==> src/common/soc_pkg.sv <==
package soc_pkg;

	localparam int DATA_W = 32;
	localparam int ADDR_W = 30;
	localparam int SEL_W  = DATA_W / 8;
	localparam int OFF_W  = 10;
	localparam int SLOT_W = 2;

	typedef logic [DATA_W-1:0] data_t;
	// Word address, the byte bits are not carried on the bus
	typedef logic [ADDR_W-1:0] addr_t;
	typedef logic [SEL_W-1:0]  sel_t;
	typedef logic [OFF_W-1:0]  off_t;
	typedef logic [SLOT_W-1:0] slot_t;

	// pi1 operation codes
	typedef enum logic [1:0] {
		OP_NOP = 2'b00,
		OP_WR  = 2'b01,
		OP_RD  = 2'b10,
		OP_RW  = 2'b11
	} pi1_op_e;

	typedef struct packed {
		pi1_op_e op;
		addr_t   addr;
		data_t   data;
		sel_t    sel;
	} pi1_req_t;

	// Request after decode, addressed to one slot
	typedef struct packed {
		logic    valid;
		slot_t   slot;
		pi1_op_e op;
		off_t    offset;
		data_t   data;
		sel_t    sel;
	} slot_req_t;

	typedef struct packed {
		logic  valid;
		data_t data;
	} pi1_rsp_t;

	typedef struct packed {
		logic cold;
		logic warm;
		logic pwroff;
	} rst_cmd_t;

	// Slot order is also the address order
	localparam slot_t SLOT_DEVTBL  = 2'd0;
	localparam slot_t SLOT_GPIO    = 2'd1;
	localparam slot_t SLOT_INVALID = 2'd2;
	localparam int    SLOT_COUNT   = 3;

	localparam data_t SLOT_MAPSZ_WORDS [SLOT_COUNT] = '{32'd1024, 32'd1024, 32'd1024};
	localparam logic [7:0] DEV_ID [SLOT_COUNT] = '{8'd7, 8'd6, 8'd0};
	localparam logic DEV_USEINTR [SLOT_COUNT] = '{1'b0, 1'b1, 1'b0};
	localparam data_t SOC_ID = 32'd4;

	// Device table word offsets
	localparam off_t DEVTBL_OFF_COUNT = 10'd0;
	localparam off_t DEVTBL_OFF_SOCID = 10'd1;
	localparam off_t DEVTBL_OFF_SLOTS = 10'd2;

	// GPIO word offsets
	localparam int   GPIO_COUNT   = 8;
	localparam off_t GPIO_OFF_OUT = 10'd0;
	localparam off_t GPIO_OFF_IN  = 10'd1;

	localparam int RST_HOLD_CYCLES = 32;
	localparam int RST_CNTR_W      = 6;

	// Cycles from request to response on the bus
	localparam int RESP_LATENCY = 3;

endpackage

==> src/verilog/pi1_addr_decode.sv <==
module pi1_addr_decode (
	input  logic               clk_2x_w,
	input  logic               rst_p,
	input  logic               sys_rst_i,
	input  soc_pkg::pi1_req_t  req_i,
	output soc_pkg::slot_req_t slot_req_o
);

	import soc_pkg::*;

	addr_t     rem;
	logic      found;
	slot_t     dec_slot;
	slot_req_t slot_req_d;

	// Slots sit back to back from address zero
	always_comb begin
		rem      = req_i.addr;
		found    = 1'b0;
		dec_slot = SLOT_INVALID;
		for (int i = 0; i < int'(SLOT_INVALID); i++) begin
			if (!found) begin
				if (rem < addr_t'(SLOT_MAPSZ_WORDS[i])) begin
					dec_slot = slot_t'(i);
					found    = 1'b1;
				end else begin
					rem = rem - addr_t'(SLOT_MAPSZ_WORDS[i]);
				end
			end
		end
	end

	// Nothing is accepted while the system is held in reset
	always_comb begin
		slot_req_d.valid  = (req_i.op != OP_NOP) && !sys_rst_i;
		slot_req_d.slot   = dec_slot;
		slot_req_d.op     = req_i.op;
		slot_req_d.offset = off_t'(rem);
		slot_req_d.data   = req_i.data;
		slot_req_d.sel    = req_i.sel;
	end

	always_ff @(posedge clk_2x_w) begin
		slot_req_o <= slot_req_d;
		if (rst_p) begin
			slot_req_o.valid <= 1'b0;
		end
	end

endmodule

==> src/devtbl/devtbl_regs.sv <==
module devtbl_regs (
	input  logic               clk_2x_w,
	input  logic               rst_p,
	input  soc_pkg::slot_req_t slot_req_i,
	output soc_pkg::data_t     rdata_o,
	output soc_pkg::rst_cmd_t  rst_cmd_o
);

	import soc_pkg::*;

	logic     hit;
	logic     rd_hit;
	logic     wr_hit;
	data_t    tbl_rdata;
	rst_cmd_t rst_cmd_d;

	assign hit    = slot_req_i.valid && (slot_req_i.slot == SLOT_DEVTBL);
	assign rd_hit = hit && (slot_req_i.op == OP_RD || slot_req_i.op == OP_RW);
	assign wr_hit = hit && (slot_req_i.op == OP_WR || slot_req_i.op == OP_RW);

	// Two words per slot after the header: id word then map size in bytes
	always_comb begin
		tbl_rdata = '0;
		if (slot_req_i.offset == DEVTBL_OFF_COUNT) begin
			tbl_rdata = data_t'(SLOT_COUNT);
		end else if (slot_req_i.offset == DEVTBL_OFF_SOCID) begin
			tbl_rdata = SOC_ID;
		end
		for (int n = 0; n < SLOT_COUNT; n++) begin
			if (slot_req_i.offset == DEVTBL_OFF_SLOTS + off_t'(2 * n)) begin
				tbl_rdata = {DEV_USEINTR[n], 23'd0, DEV_ID[n]};
			end
			if (slot_req_i.offset == DEVTBL_OFF_SLOTS + off_t'(2 * n + 1)) begin
				tbl_rdata = SLOT_MAPSZ_WORDS[n] << 2;
			end
		end
	end

	always_ff @(posedge clk_2x_w) begin
		if (rd_hit) begin
			rdata_o <= tbl_rdata;
		end
	end

	// Bits 1:0 of the control word: 11 cold, 10 warm, 01 power off
	always_comb begin
		rst_cmd_d = '0;
		if (wr_hit && slot_req_i.offset == DEVTBL_OFF_COUNT && slot_req_i.sel[0]) begin
			case (slot_req_i.data[1:0])
				2'b11: rst_cmd_d.cold = 1'b1;
				2'b10: rst_cmd_d.warm = 1'b1;
				2'b01: rst_cmd_d.pwroff = 1'b1;
				default: rst_cmd_d = '0;
			endcase
		end
	end

	// Single cycle pulse toward the reset sequencer
	always_ff @(posedge clk_2x_w) begin
		if (rst_p) begin
			rst_cmd_o <= '0;
		end else begin
			rst_cmd_o <= rst_cmd_d;
		end
	end

endmodule

==> src/verilog/gpio_regs.sv <==
module gpio_regs (
	input  logic                           clk_2x_w,
	input  logic                           sys_rst_i,
	input  soc_pkg::slot_req_t             slot_req_i,
	input  logic [soc_pkg::GPIO_COUNT-1:0] gp_i,
	output soc_pkg::data_t                 rdata_o,
	output logic [soc_pkg::GPIO_COUNT-1:0] gp_o
);

	import soc_pkg::*;

	logic                  hit;
	logic                  rd_hit;
	logic                  wr_hit;
	logic [GPIO_COUNT-1:0] gp_out_q;
	logic [GPIO_COUNT-1:0] gp_meta;
	logic [GPIO_COUNT-1:0] gp_sync;

	assign hit    = slot_req_i.valid && (slot_req_i.slot == SLOT_GPIO);
	assign rd_hit = hit && (slot_req_i.op == OP_RD || slot_req_i.op == OP_RW);
	assign wr_hit = hit && (slot_req_i.op == OP_WR || slot_req_i.op == OP_RW);

	// Inputs come from pins, two flops before use
	always_ff @(posedge clk_2x_w) begin
		gp_meta <= gp_i;
		gp_sync <= gp_meta;
	end

	// All outputs live in byte 0
	always_ff @(posedge clk_2x_w) begin
		if (sys_rst_i) begin
			gp_out_q <= '0;
		end else if (wr_hit && slot_req_i.offset == GPIO_OFF_OUT && slot_req_i.sel[0]) begin
			gp_out_q <= slot_req_i.data[GPIO_COUNT-1:0];
		end
	end

	// Sampled before the write lands, so a swap returns the old value
	always_ff @(posedge clk_2x_w) begin
		if (rd_hit) begin
			if (slot_req_i.offset == GPIO_OFF_OUT) begin
				rdata_o <= data_t'(gp_out_q);
			end else if (slot_req_i.offset == GPIO_OFF_IN) begin
				rdata_o <= data_t'(gp_sync);
			end else begin
				rdata_o <= '0;
			end
		end
	end

	assign gp_o = gp_out_q;

endmodule

==> src/verilog/pi1_resp_select.sv <==
module pi1_resp_select (
	input  logic               clk_2x_w,
	input  logic               sys_rst_i,
	input  soc_pkg::slot_req_t slot_req_i,
	input  soc_pkg::data_t     devtbl_rdata_i,
	input  soc_pkg::data_t     gpio_rdata_i,
	output soc_pkg::pi1_rsp_t  rsp_o
);

	import soc_pkg::*;

	slot_t slot_d;
	logic  rd_d;
	data_t sel_rdata;

	// Lines up with the slaves' registered read data
	always_ff @(posedge clk_2x_w) begin
		slot_d <= slot_req_i.slot;
		if (sys_rst_i) begin
			rd_d <= 1'b0;
		end else begin
			rd_d <= slot_req_i.valid && (slot_req_i.op == OP_RD || slot_req_i.op == OP_RW);
		end
	end

	always_comb begin
		case (slot_d)
			SLOT_DEVTBL: sel_rdata = devtbl_rdata_i;
			SLOT_GPIO:   sel_rdata = gpio_rdata_i;
			// Invalid device reads as zero
			default:     sel_rdata = '0;
		endcase
	end

	always_ff @(posedge clk_2x_w) begin
		rsp_o.valid <= rd_d;
		rsp_o.data  <= sel_rdata;
		if (sys_rst_i) begin
			rsp_o.valid <= 1'b0;
		end
	end

endmodule

==> src/verilog/rst_seq.sv <==
module rst_seq (
	input  logic              clk_2x_w,
	input  logic              rst_p,
	input  soc_pkg::rst_cmd_t rst_cmd_i,
	output logic              sys_rst_o
);

	import soc_pkg::*;

	logic [RST_CNTR_W-1:0] hold_cntr;
	logic                  pwroff_q;

	// Board reset, cold and warm all restart the hold period
	always_ff @(posedge clk_2x_w) begin
		if (rst_p || rst_cmd_i.cold || rst_cmd_i.warm) begin
			hold_cntr <= RST_CNTR_W'(RST_HOLD_CYCLES);
		end else if (hold_cntr != '0) begin
			hold_cntr <= hold_cntr - 1'b1;
		end
	end

	// Power off only ends with the board reset
	always_ff @(posedge clk_2x_w) begin
		if (rst_p) begin
			pwroff_q <= 1'b0;
		end else if (rst_cmd_i.pwroff) begin
			pwroff_q <= 1'b1;
		end
	end

	assign sys_rst_o = (hold_cntr != '0) || pwroff_q;

endmodule

==> src/verilog/soc_top.sv <==
module soc_top (
	input  logic                           clk_2x_w,
	input  logic                           rst_p,
	input  soc_pkg::pi1_req_t              req_i,
	input  logic [soc_pkg::GPIO_COUNT-1:0] gp_i,
	output soc_pkg::pi1_rsp_t              rsp_o,
	output logic [soc_pkg::GPIO_COUNT-1:0] gp_o,
	output logic                           sys_rst_o
);

	import soc_pkg::*;

	slot_req_t slot_req_w;
	data_t     devtbl_rdata_w;
	data_t     gpio_rdata_w;
	rst_cmd_t  rst_cmd_w;

	// Address decode stage
	pi1_addr_decode u_decode (
		.clk_2x_w   (clk_2x_w),
		.rst_p      (rst_p),
		.sys_rst_i  (sys_rst_o),
		.req_i      (req_i),
		.slot_req_o (slot_req_w)
	);

	// Device table, also the source of software resets
	devtbl_regs u_devtbl (
		.clk_2x_w   (clk_2x_w),
		.rst_p      (rst_p),
		.slot_req_i (slot_req_w),
		.rdata_o    (devtbl_rdata_w),
		.rst_cmd_o  (rst_cmd_w)
	);

	gpio_regs u_gpio (
		.clk_2x_w   (clk_2x_w),
		.sys_rst_i  (sys_rst_o),
		.slot_req_i (slot_req_w),
		.gp_i       (gp_i),
		.rdata_o    (gpio_rdata_w),
		.gp_o       (gp_o)
	);

	// Invalid slot has no module, the response select returns zero for it
	pi1_resp_select u_resp (
		.clk_2x_w       (clk_2x_w),
		.sys_rst_i      (sys_rst_o),
		.slot_req_i     (slot_req_w),
		.devtbl_rdata_i (devtbl_rdata_w),
		.gpio_rdata_i   (gpio_rdata_w),
		.rsp_o          (rsp_o)
	);

	rst_seq u_rst_seq (
		.clk_2x_w  (clk_2x_w),
		.rst_p     (rst_p),
		.rst_cmd_i (rst_cmd_w),
		.sys_rst_o (sys_rst_o)
	);

endmodule

==> config.mk <==
export PLATFORM = sky130hd
export DESIGN_NAME = soc_top
export DESIGN_NICKNAME = d
export VERILOG_FILES = /design/src/common/soc_pkg.sv /design/src/verilog/pi1_addr_decode.sv /design/src/devtbl/devtbl_regs.sv /design/src/verilog/gpio_regs.sv /design/src/verilog/pi1_resp_select.sv /design/src/verilog/rst_seq.sv /design/src/verilog/soc_top.sv
export SDC_FILE = /design/constraint.sdc
export NUM_CORES = 1
export LEC_CHECK = 0
export ABC_AREA = 1
export BUFFER_PORTS_ARGS = -buffer_cell sky130_fd_sc_hd__buf_2
export CORE_UTILIZATION = 53
export CTS_CLUSTER_DIAMETER = 200
export DETAILED_ROUTE_END_ITERATION = 6
export PLACE_DENSITY = 0.87
export SYNTH_ARGS = -nofsm -noshare
export SYNTH_HDL_FRONTEND = slang
export SYNTH_SLANG_ARGS = --single-unit
==> constraint.sdc <==
create_clock -name clk_2x_w -period 2.86 [get_ports clk_2x_w]
set_input_delay 0 -clock clk_2x_w [delete_from_list [all_inputs] [get_ports clk_2x_w]]
set_output_delay 0 -clock clk_2x_w [all_outputs]
set_load 0.01 [all_outputs]
After elaboration in Yosys (flattened, before gate mapping):

Cells that the tools add are included.

* eq/ne operators: 15
* reduce and logical (&&, ||, !) cells: 27
* multiplexer cells: 20
* $add $sub $neg: 3
* order comparisons: 2
* bitwise gates (word level): 1

Operators with widths (count)
* 32-bit 2-to-1 mux: 4
* 32-bit case mux with 2 select lines: 1
* 30-bit by 11-bit < comparator with 1-bit output, second input constant: 2
* 10-bit by 3-bit equality test with 1-bit output, second input constant: 4
* 30-bit 2-to-1 mux: 1
* 30-bit by 11-bit subtractor with 30-bit output, second input constant: 1
* 13-bit 2-to-1 mux: 2
* 10-bit by 2-bit equality test with 1-bit output, second input constant: 2
* 10-bit 2-to-1 mux: 2
* 8-bit 2-to-1 mux: 2
* 1-bit logical AND: 12
* 10-bit by 1-bit equality test with 1-bit output, second input constant: 1
* 10-bit logical NOT: 1
* 10-bit by 1-bit subtractor with 10-bit output, second input constant: 1
* 2-bit by 1-bit equality test with 1-bit output, second input constant: 4
* 2-bit equality test, second input constant: 4
* 7-bit OR reduction: 1
* 2-bit 2-to-1 mux: 3
* 6-bit nonzero test: 1
* 6-bit by 1-bit subtractor with 6-bit output, second input constant: 1
* 1-bit logical OR: 5
* 5-bit OR reduction: 1
* 2-bit logical NOT: 2
* 1-bit 2-to-1 mux: 4
* other kinds (6): 6

* logic and storage cells: 92
* bits in registers: 158

Longest topological paths before layout:

* word-level depth: 8
* gate-level depth with buffers: 14
* gate-level depth less buffers: 13

By module:

A second synthesis with hierarchy kept.

* cell total of the unflattened synthesis: 625
* area, all modules: 5355.1 um^2

By module, submodules not included
* pi1_addr_decode: area an instance 1825.5 um^2, cells an instance 205, instances 1
* gpio_regs: area an instance 1340.0 um^2, cells an instance 149, instances 1
* pi1_resp_select: area an instance 1226.2 um^2, cells an instance 148, instances 1
* devtbl_regs: area an instance 623.1 um^2, cells an instance 78, instances 1
* rst_seq: area an instance 340.3 um^2, cells an instance 45, instances 1

Least setup slack after synthesis:

No wires, ideal clock.

* path type: register to register
* start: register u_rst_seq.hold_cntr[0]
* end: register u_resp.rd_d
* stages on the path, launching flop included: 9
* path buffers: 0
* arrival: 1.453 ns
* setup slack: 1.329 ns
* cells stage by stage: dfxtp_1 -> inv_1 -> ha_1 -> nand2_1 -> nor2_1 -> nand2_1 -> nor2_1 -> inv_1 -> nor3_1

* word-level cells in the longest chain between the ends: 2

RTL lines
* start, declared: RTL line rst_seq.sv:10 `logic [RST_CNTR_W-1:0] hold_cntr;`
* start signal, assigned: RTL line rst_seq.sv:16 `hold_cntr <= RST_CNTR_W'(RST_HOLD_CYCLES);`
* start signal, assigned: RTL line rst_seq.sv:18 `hold_cntr <= hold_cntr - 1'b1;`
* 6-bit nonzero test: RTL line rst_seq.sv:31 `assign sys_rst_o = (hold_cntr != '0) || pwroff_q;`
* 1-bit logical OR: RTL line rst_seq.sv:31
* named net sys_rst_o: RTL line soc_top.sv:8 `output logic sys_rst_o`
* end signal, assigned: RTL line pi1_resp_select.sv:22 `rd_d <= slot_req_i.valid && (slot_req_i.op == OP_RD || slot_req_i.op == OP_RW);`
* end, declared: RTL line pi1_resp_select.sv:13 `logic rd_d;`

The timed path passes the listed nets, and every way through them passes these cells.
A chain may end at the register's enable or synchronous reset.

Final worst setup path:

* start: register u_rst_seq.hold_cntr[0]
* end: output sys_rst_o

* word-level cells in the longest chain between the ends: 2

RTL lines (RTL line)
* 6-bit nonzero test: rst_seq.sv:31
* 1-bit logical OR: rst_seq.sv:31
* end, declared: soc_top.sv:8

Every way passes these cells.

==> impl_metrics.ini <==
[timing]
fin_crit_ns = 2.19
setup_viol = 0
final_max_slew_viol_count = 0
hold_violations = 0
fin_setup_tns_ns = 0
rsz0062_at_grt = no
fin_crit_sh_pct = 76.4
tightest_slew_ns = 0.663
hold_slack_ns = 0.102
finalClockSkew_ns = 0.00981
relSlewSlack_pct = 55.6
fmax_ghz = 0.457

[grt]
antenna_found_initial = 0
grt_pass1_vias = 2603
grt_pass1_wl_um = 11000
grt_max_degree = 15
grt_overflow_total = 0
grt_use_total_pct = 21.9

[critical_path]
timing.rr.end = u_gpio.gp_o[3]$_SDFFE_PN0P_
end_kind = output pin
path_buf_inv = 3
cpPeakStageDelay_ns = 0.54
crit_type = register to output pin
reg2reg_slack_ns = 0.84
path_delay_family = simple AND/OR/NAND/NOR gates
endpoint = sys_rst_o
cp_slowest_cell = nor2_1
crit_chain = inv_1 > ha_1 > nand2_1 > nor2_1 > nand2_1 > nor2_1 > inv_1 > buf_2
cp_num_cells = 8
r2r-start = u_rst_seq.hold_cntr[0]$_SDFFE_PP0P_
startpoint = u_rst_seq.hold_cntr[0]$_SDFFE_PP0P_
cp.arrival_ns = 2.19
r2r_cells = 8
cp.required_ns = 2.86
cp_max_fo = 10
critPathLaunchType = register

[die]
start_util_pct = 56.2
dieHeight_um = 82.2
core_area_mm2 = 0.00606
dieArea_mm2 = 0.00676
pin_count = 120
rows = 28
die_w_um = 82.2

[synth]
synth-edff-count = 13
synth_compound_area_share_pct = 6.83
syn_area_mm2 = 0.00341
synthArstFlopShare_pct = 0
synth_xor_area_share_pct = 1.28
synth_most_common_cell = dfxtp_1
synth_top_family_by_area = simple AND/OR/NAND/NOR gates
yosysTopAreaCell = dfxtp_1
seq_area_frac_synth_pct = 53.7
synth-seq-cells = 85
muxShareOfSynthArea_pct = 0
ys_warn_count = 0
synth.top_cell.area_share_pct = 42.3
netlist_top_cells_area = dfxtp_1 42%, edfxtp_1 11%, nand2_1 7.5%
synth_common_cells = 72 x dfxtp_1, 68 x nand2_1, 62 x nor2_1
synth_cell_types = 37
synth-adder-area-share_pct = 0.734
synth-main-ff-cell = dfxtp_1
syn_inst = 402
syn_avg_cell_area_um2 = 8.48
synthSimpleGateAreaFrac_pct = 26.2

[detailed_routing]
drtIter0Drc = 101
ant_nets = 0
drc_errors = 0
routed-via-count = 2795
wl_per_cell_um = 11.4
finalWirelength_um = 6720
first_pass_iters = 5
viasPerCell = 4.73

[layout]
fin_util_pct = 70.6
layout.cells.non_filler = 591
areaGrowthSynthToFinish_pct = 25.6
drive_gt1_share_pct = 21.4
nets = 590

[cts]
cts.sinks = 85
clkLatencyLatePin_ns = 0.34
cts_tree = done
clk_pin_slew_ns = 0.08
cts_resized = 0
cts_buffer_depth = 2
cts_setup_buffers = 0
cts_inserted_buffers = 9
htreeDepth = 3
cts_hold_buffers = 30
clock-root-buffer = clkbuf_8

[placement]
dp_cells = 544
dp_hpwl_um = 4780
place_congestion = 0.917
port_buffers = 70

[power_and_ir_drop]
p_per_area_mw_per_mm2 = 596
p_total_mw = 2.55
p_leak_nw = 2.01
peakVddDrop_mv = 0.440

[worst_hold_path]
hp-start = req_i[64]
hp-class = primary input to register

[run_status]
run_status = complete, no violations

[run]
cap_violations = 0
flip-flops by register name (all words and copies together), names as in the netlist:
signal,count
u_decode.slot_req_o,24
u_devtbl.rdata_o,5
u_devtbl.rst_cmd_o,3
u_gpio.gp_meta,8
u_gpio.gp_o,8
u_gpio.gp_sync,8
u_gpio.rdata_o,8
u_resp.rd_d,1
u_resp.rsp_o,11
u_resp.slot_d,2
u_rst_seq.hold_cntr,6
u_rst_seq.pwroff_q,1
layout by cell type (no fill, tap or decap), types with 3 or more instances in the layout:
cell type      Yosys  routed
nand4_1            6       6
o21ai_0           22      22
nor3_1             5       5
nand2_1           68      68
inv_1             49      49
nand3_1           23      23
buf_2              0      70
conb_1             1      22
or2_2              4       4
dfxtp_1           72      72
edfxtp_1          13      13
nor2_1            62      62
xnor2_1            3       3
nand3b_1           4       4
nor2_2             7       7
dlygate4sd3_1      0      30
clkbuf_8           0      11
a21oi_1           12      12
worst min path at each step:
stage	cells past startpoint	endpoint	slack, ns
3_3_place_gp	1	u_decode.slot_req_o[8]$_DFF_P_	0.10
6_report	5	u_decode.slot_req_o[48]$_SDFF_PP0_	0.10
3_5_place_dp	1	u_decode.slot_req_o[40]$_DFF_P_	0.10
4_1_cts	5	u_decode.slot_req_o[48]$_SDFF_PP0_	0.08
2_1_floorplan	0	u_decode.slot_req_o[0]$_DFF_P_	0.03
5_1_grt	5	u_decode.slot_req_o[48]$_SDFF_PP0_	0.12
routing by layer:
metal	routed length (um)	global-route usage (%)	vias up
met3	295	5.93	15
met2	3480	38.2	92
met1	2770	24.8	1239
met4	179	10.2	0
li1	-	-	1449
met5	0	0	-
tightest hold or removal path: cells and delay by family:
family / cells / cell delay [ns]
buffers and inverters: 1 / 0.09
AND/OR/NAND/NOR: 4 / 0.30
per-stage QoR:
step                area (um2)  worst slack (ns)
global placement          3740              1.09
finish                    4280             0.674
CTS                       4280             0.638
floorplan                 3490              1.33
detailed placement        3740             0.952
global route              4280             0.412
final cells by class:
cell class              count  area (um2)
repair buffers            100         651
well taps                  75        93.8
diodes                      1        2.50
flip-flops and latches     85        1830
clock inverters             5        82.6
inverters                  51         191
clock buffers              11         151
fillers                   470        1780
multi-input cells         263        1280
where the power goes:
group / internal [mW] / switching, mW
sequential: 1.28 / 0.0355
clock: 0.541 / 0.390
combinational: 0.135 / 0.172
cells by family after synthesis:
kind of cell,after synthesis
AO/OA/AOI/OAI,42
XOR/XNOR,5
adder cells (fa/ha/maj),2
buffers and inverters,75
flip-flops,85
other,1
AND/OR/NAND/NOR,192
Note: power is estimated with default switching activity, not from simulation.
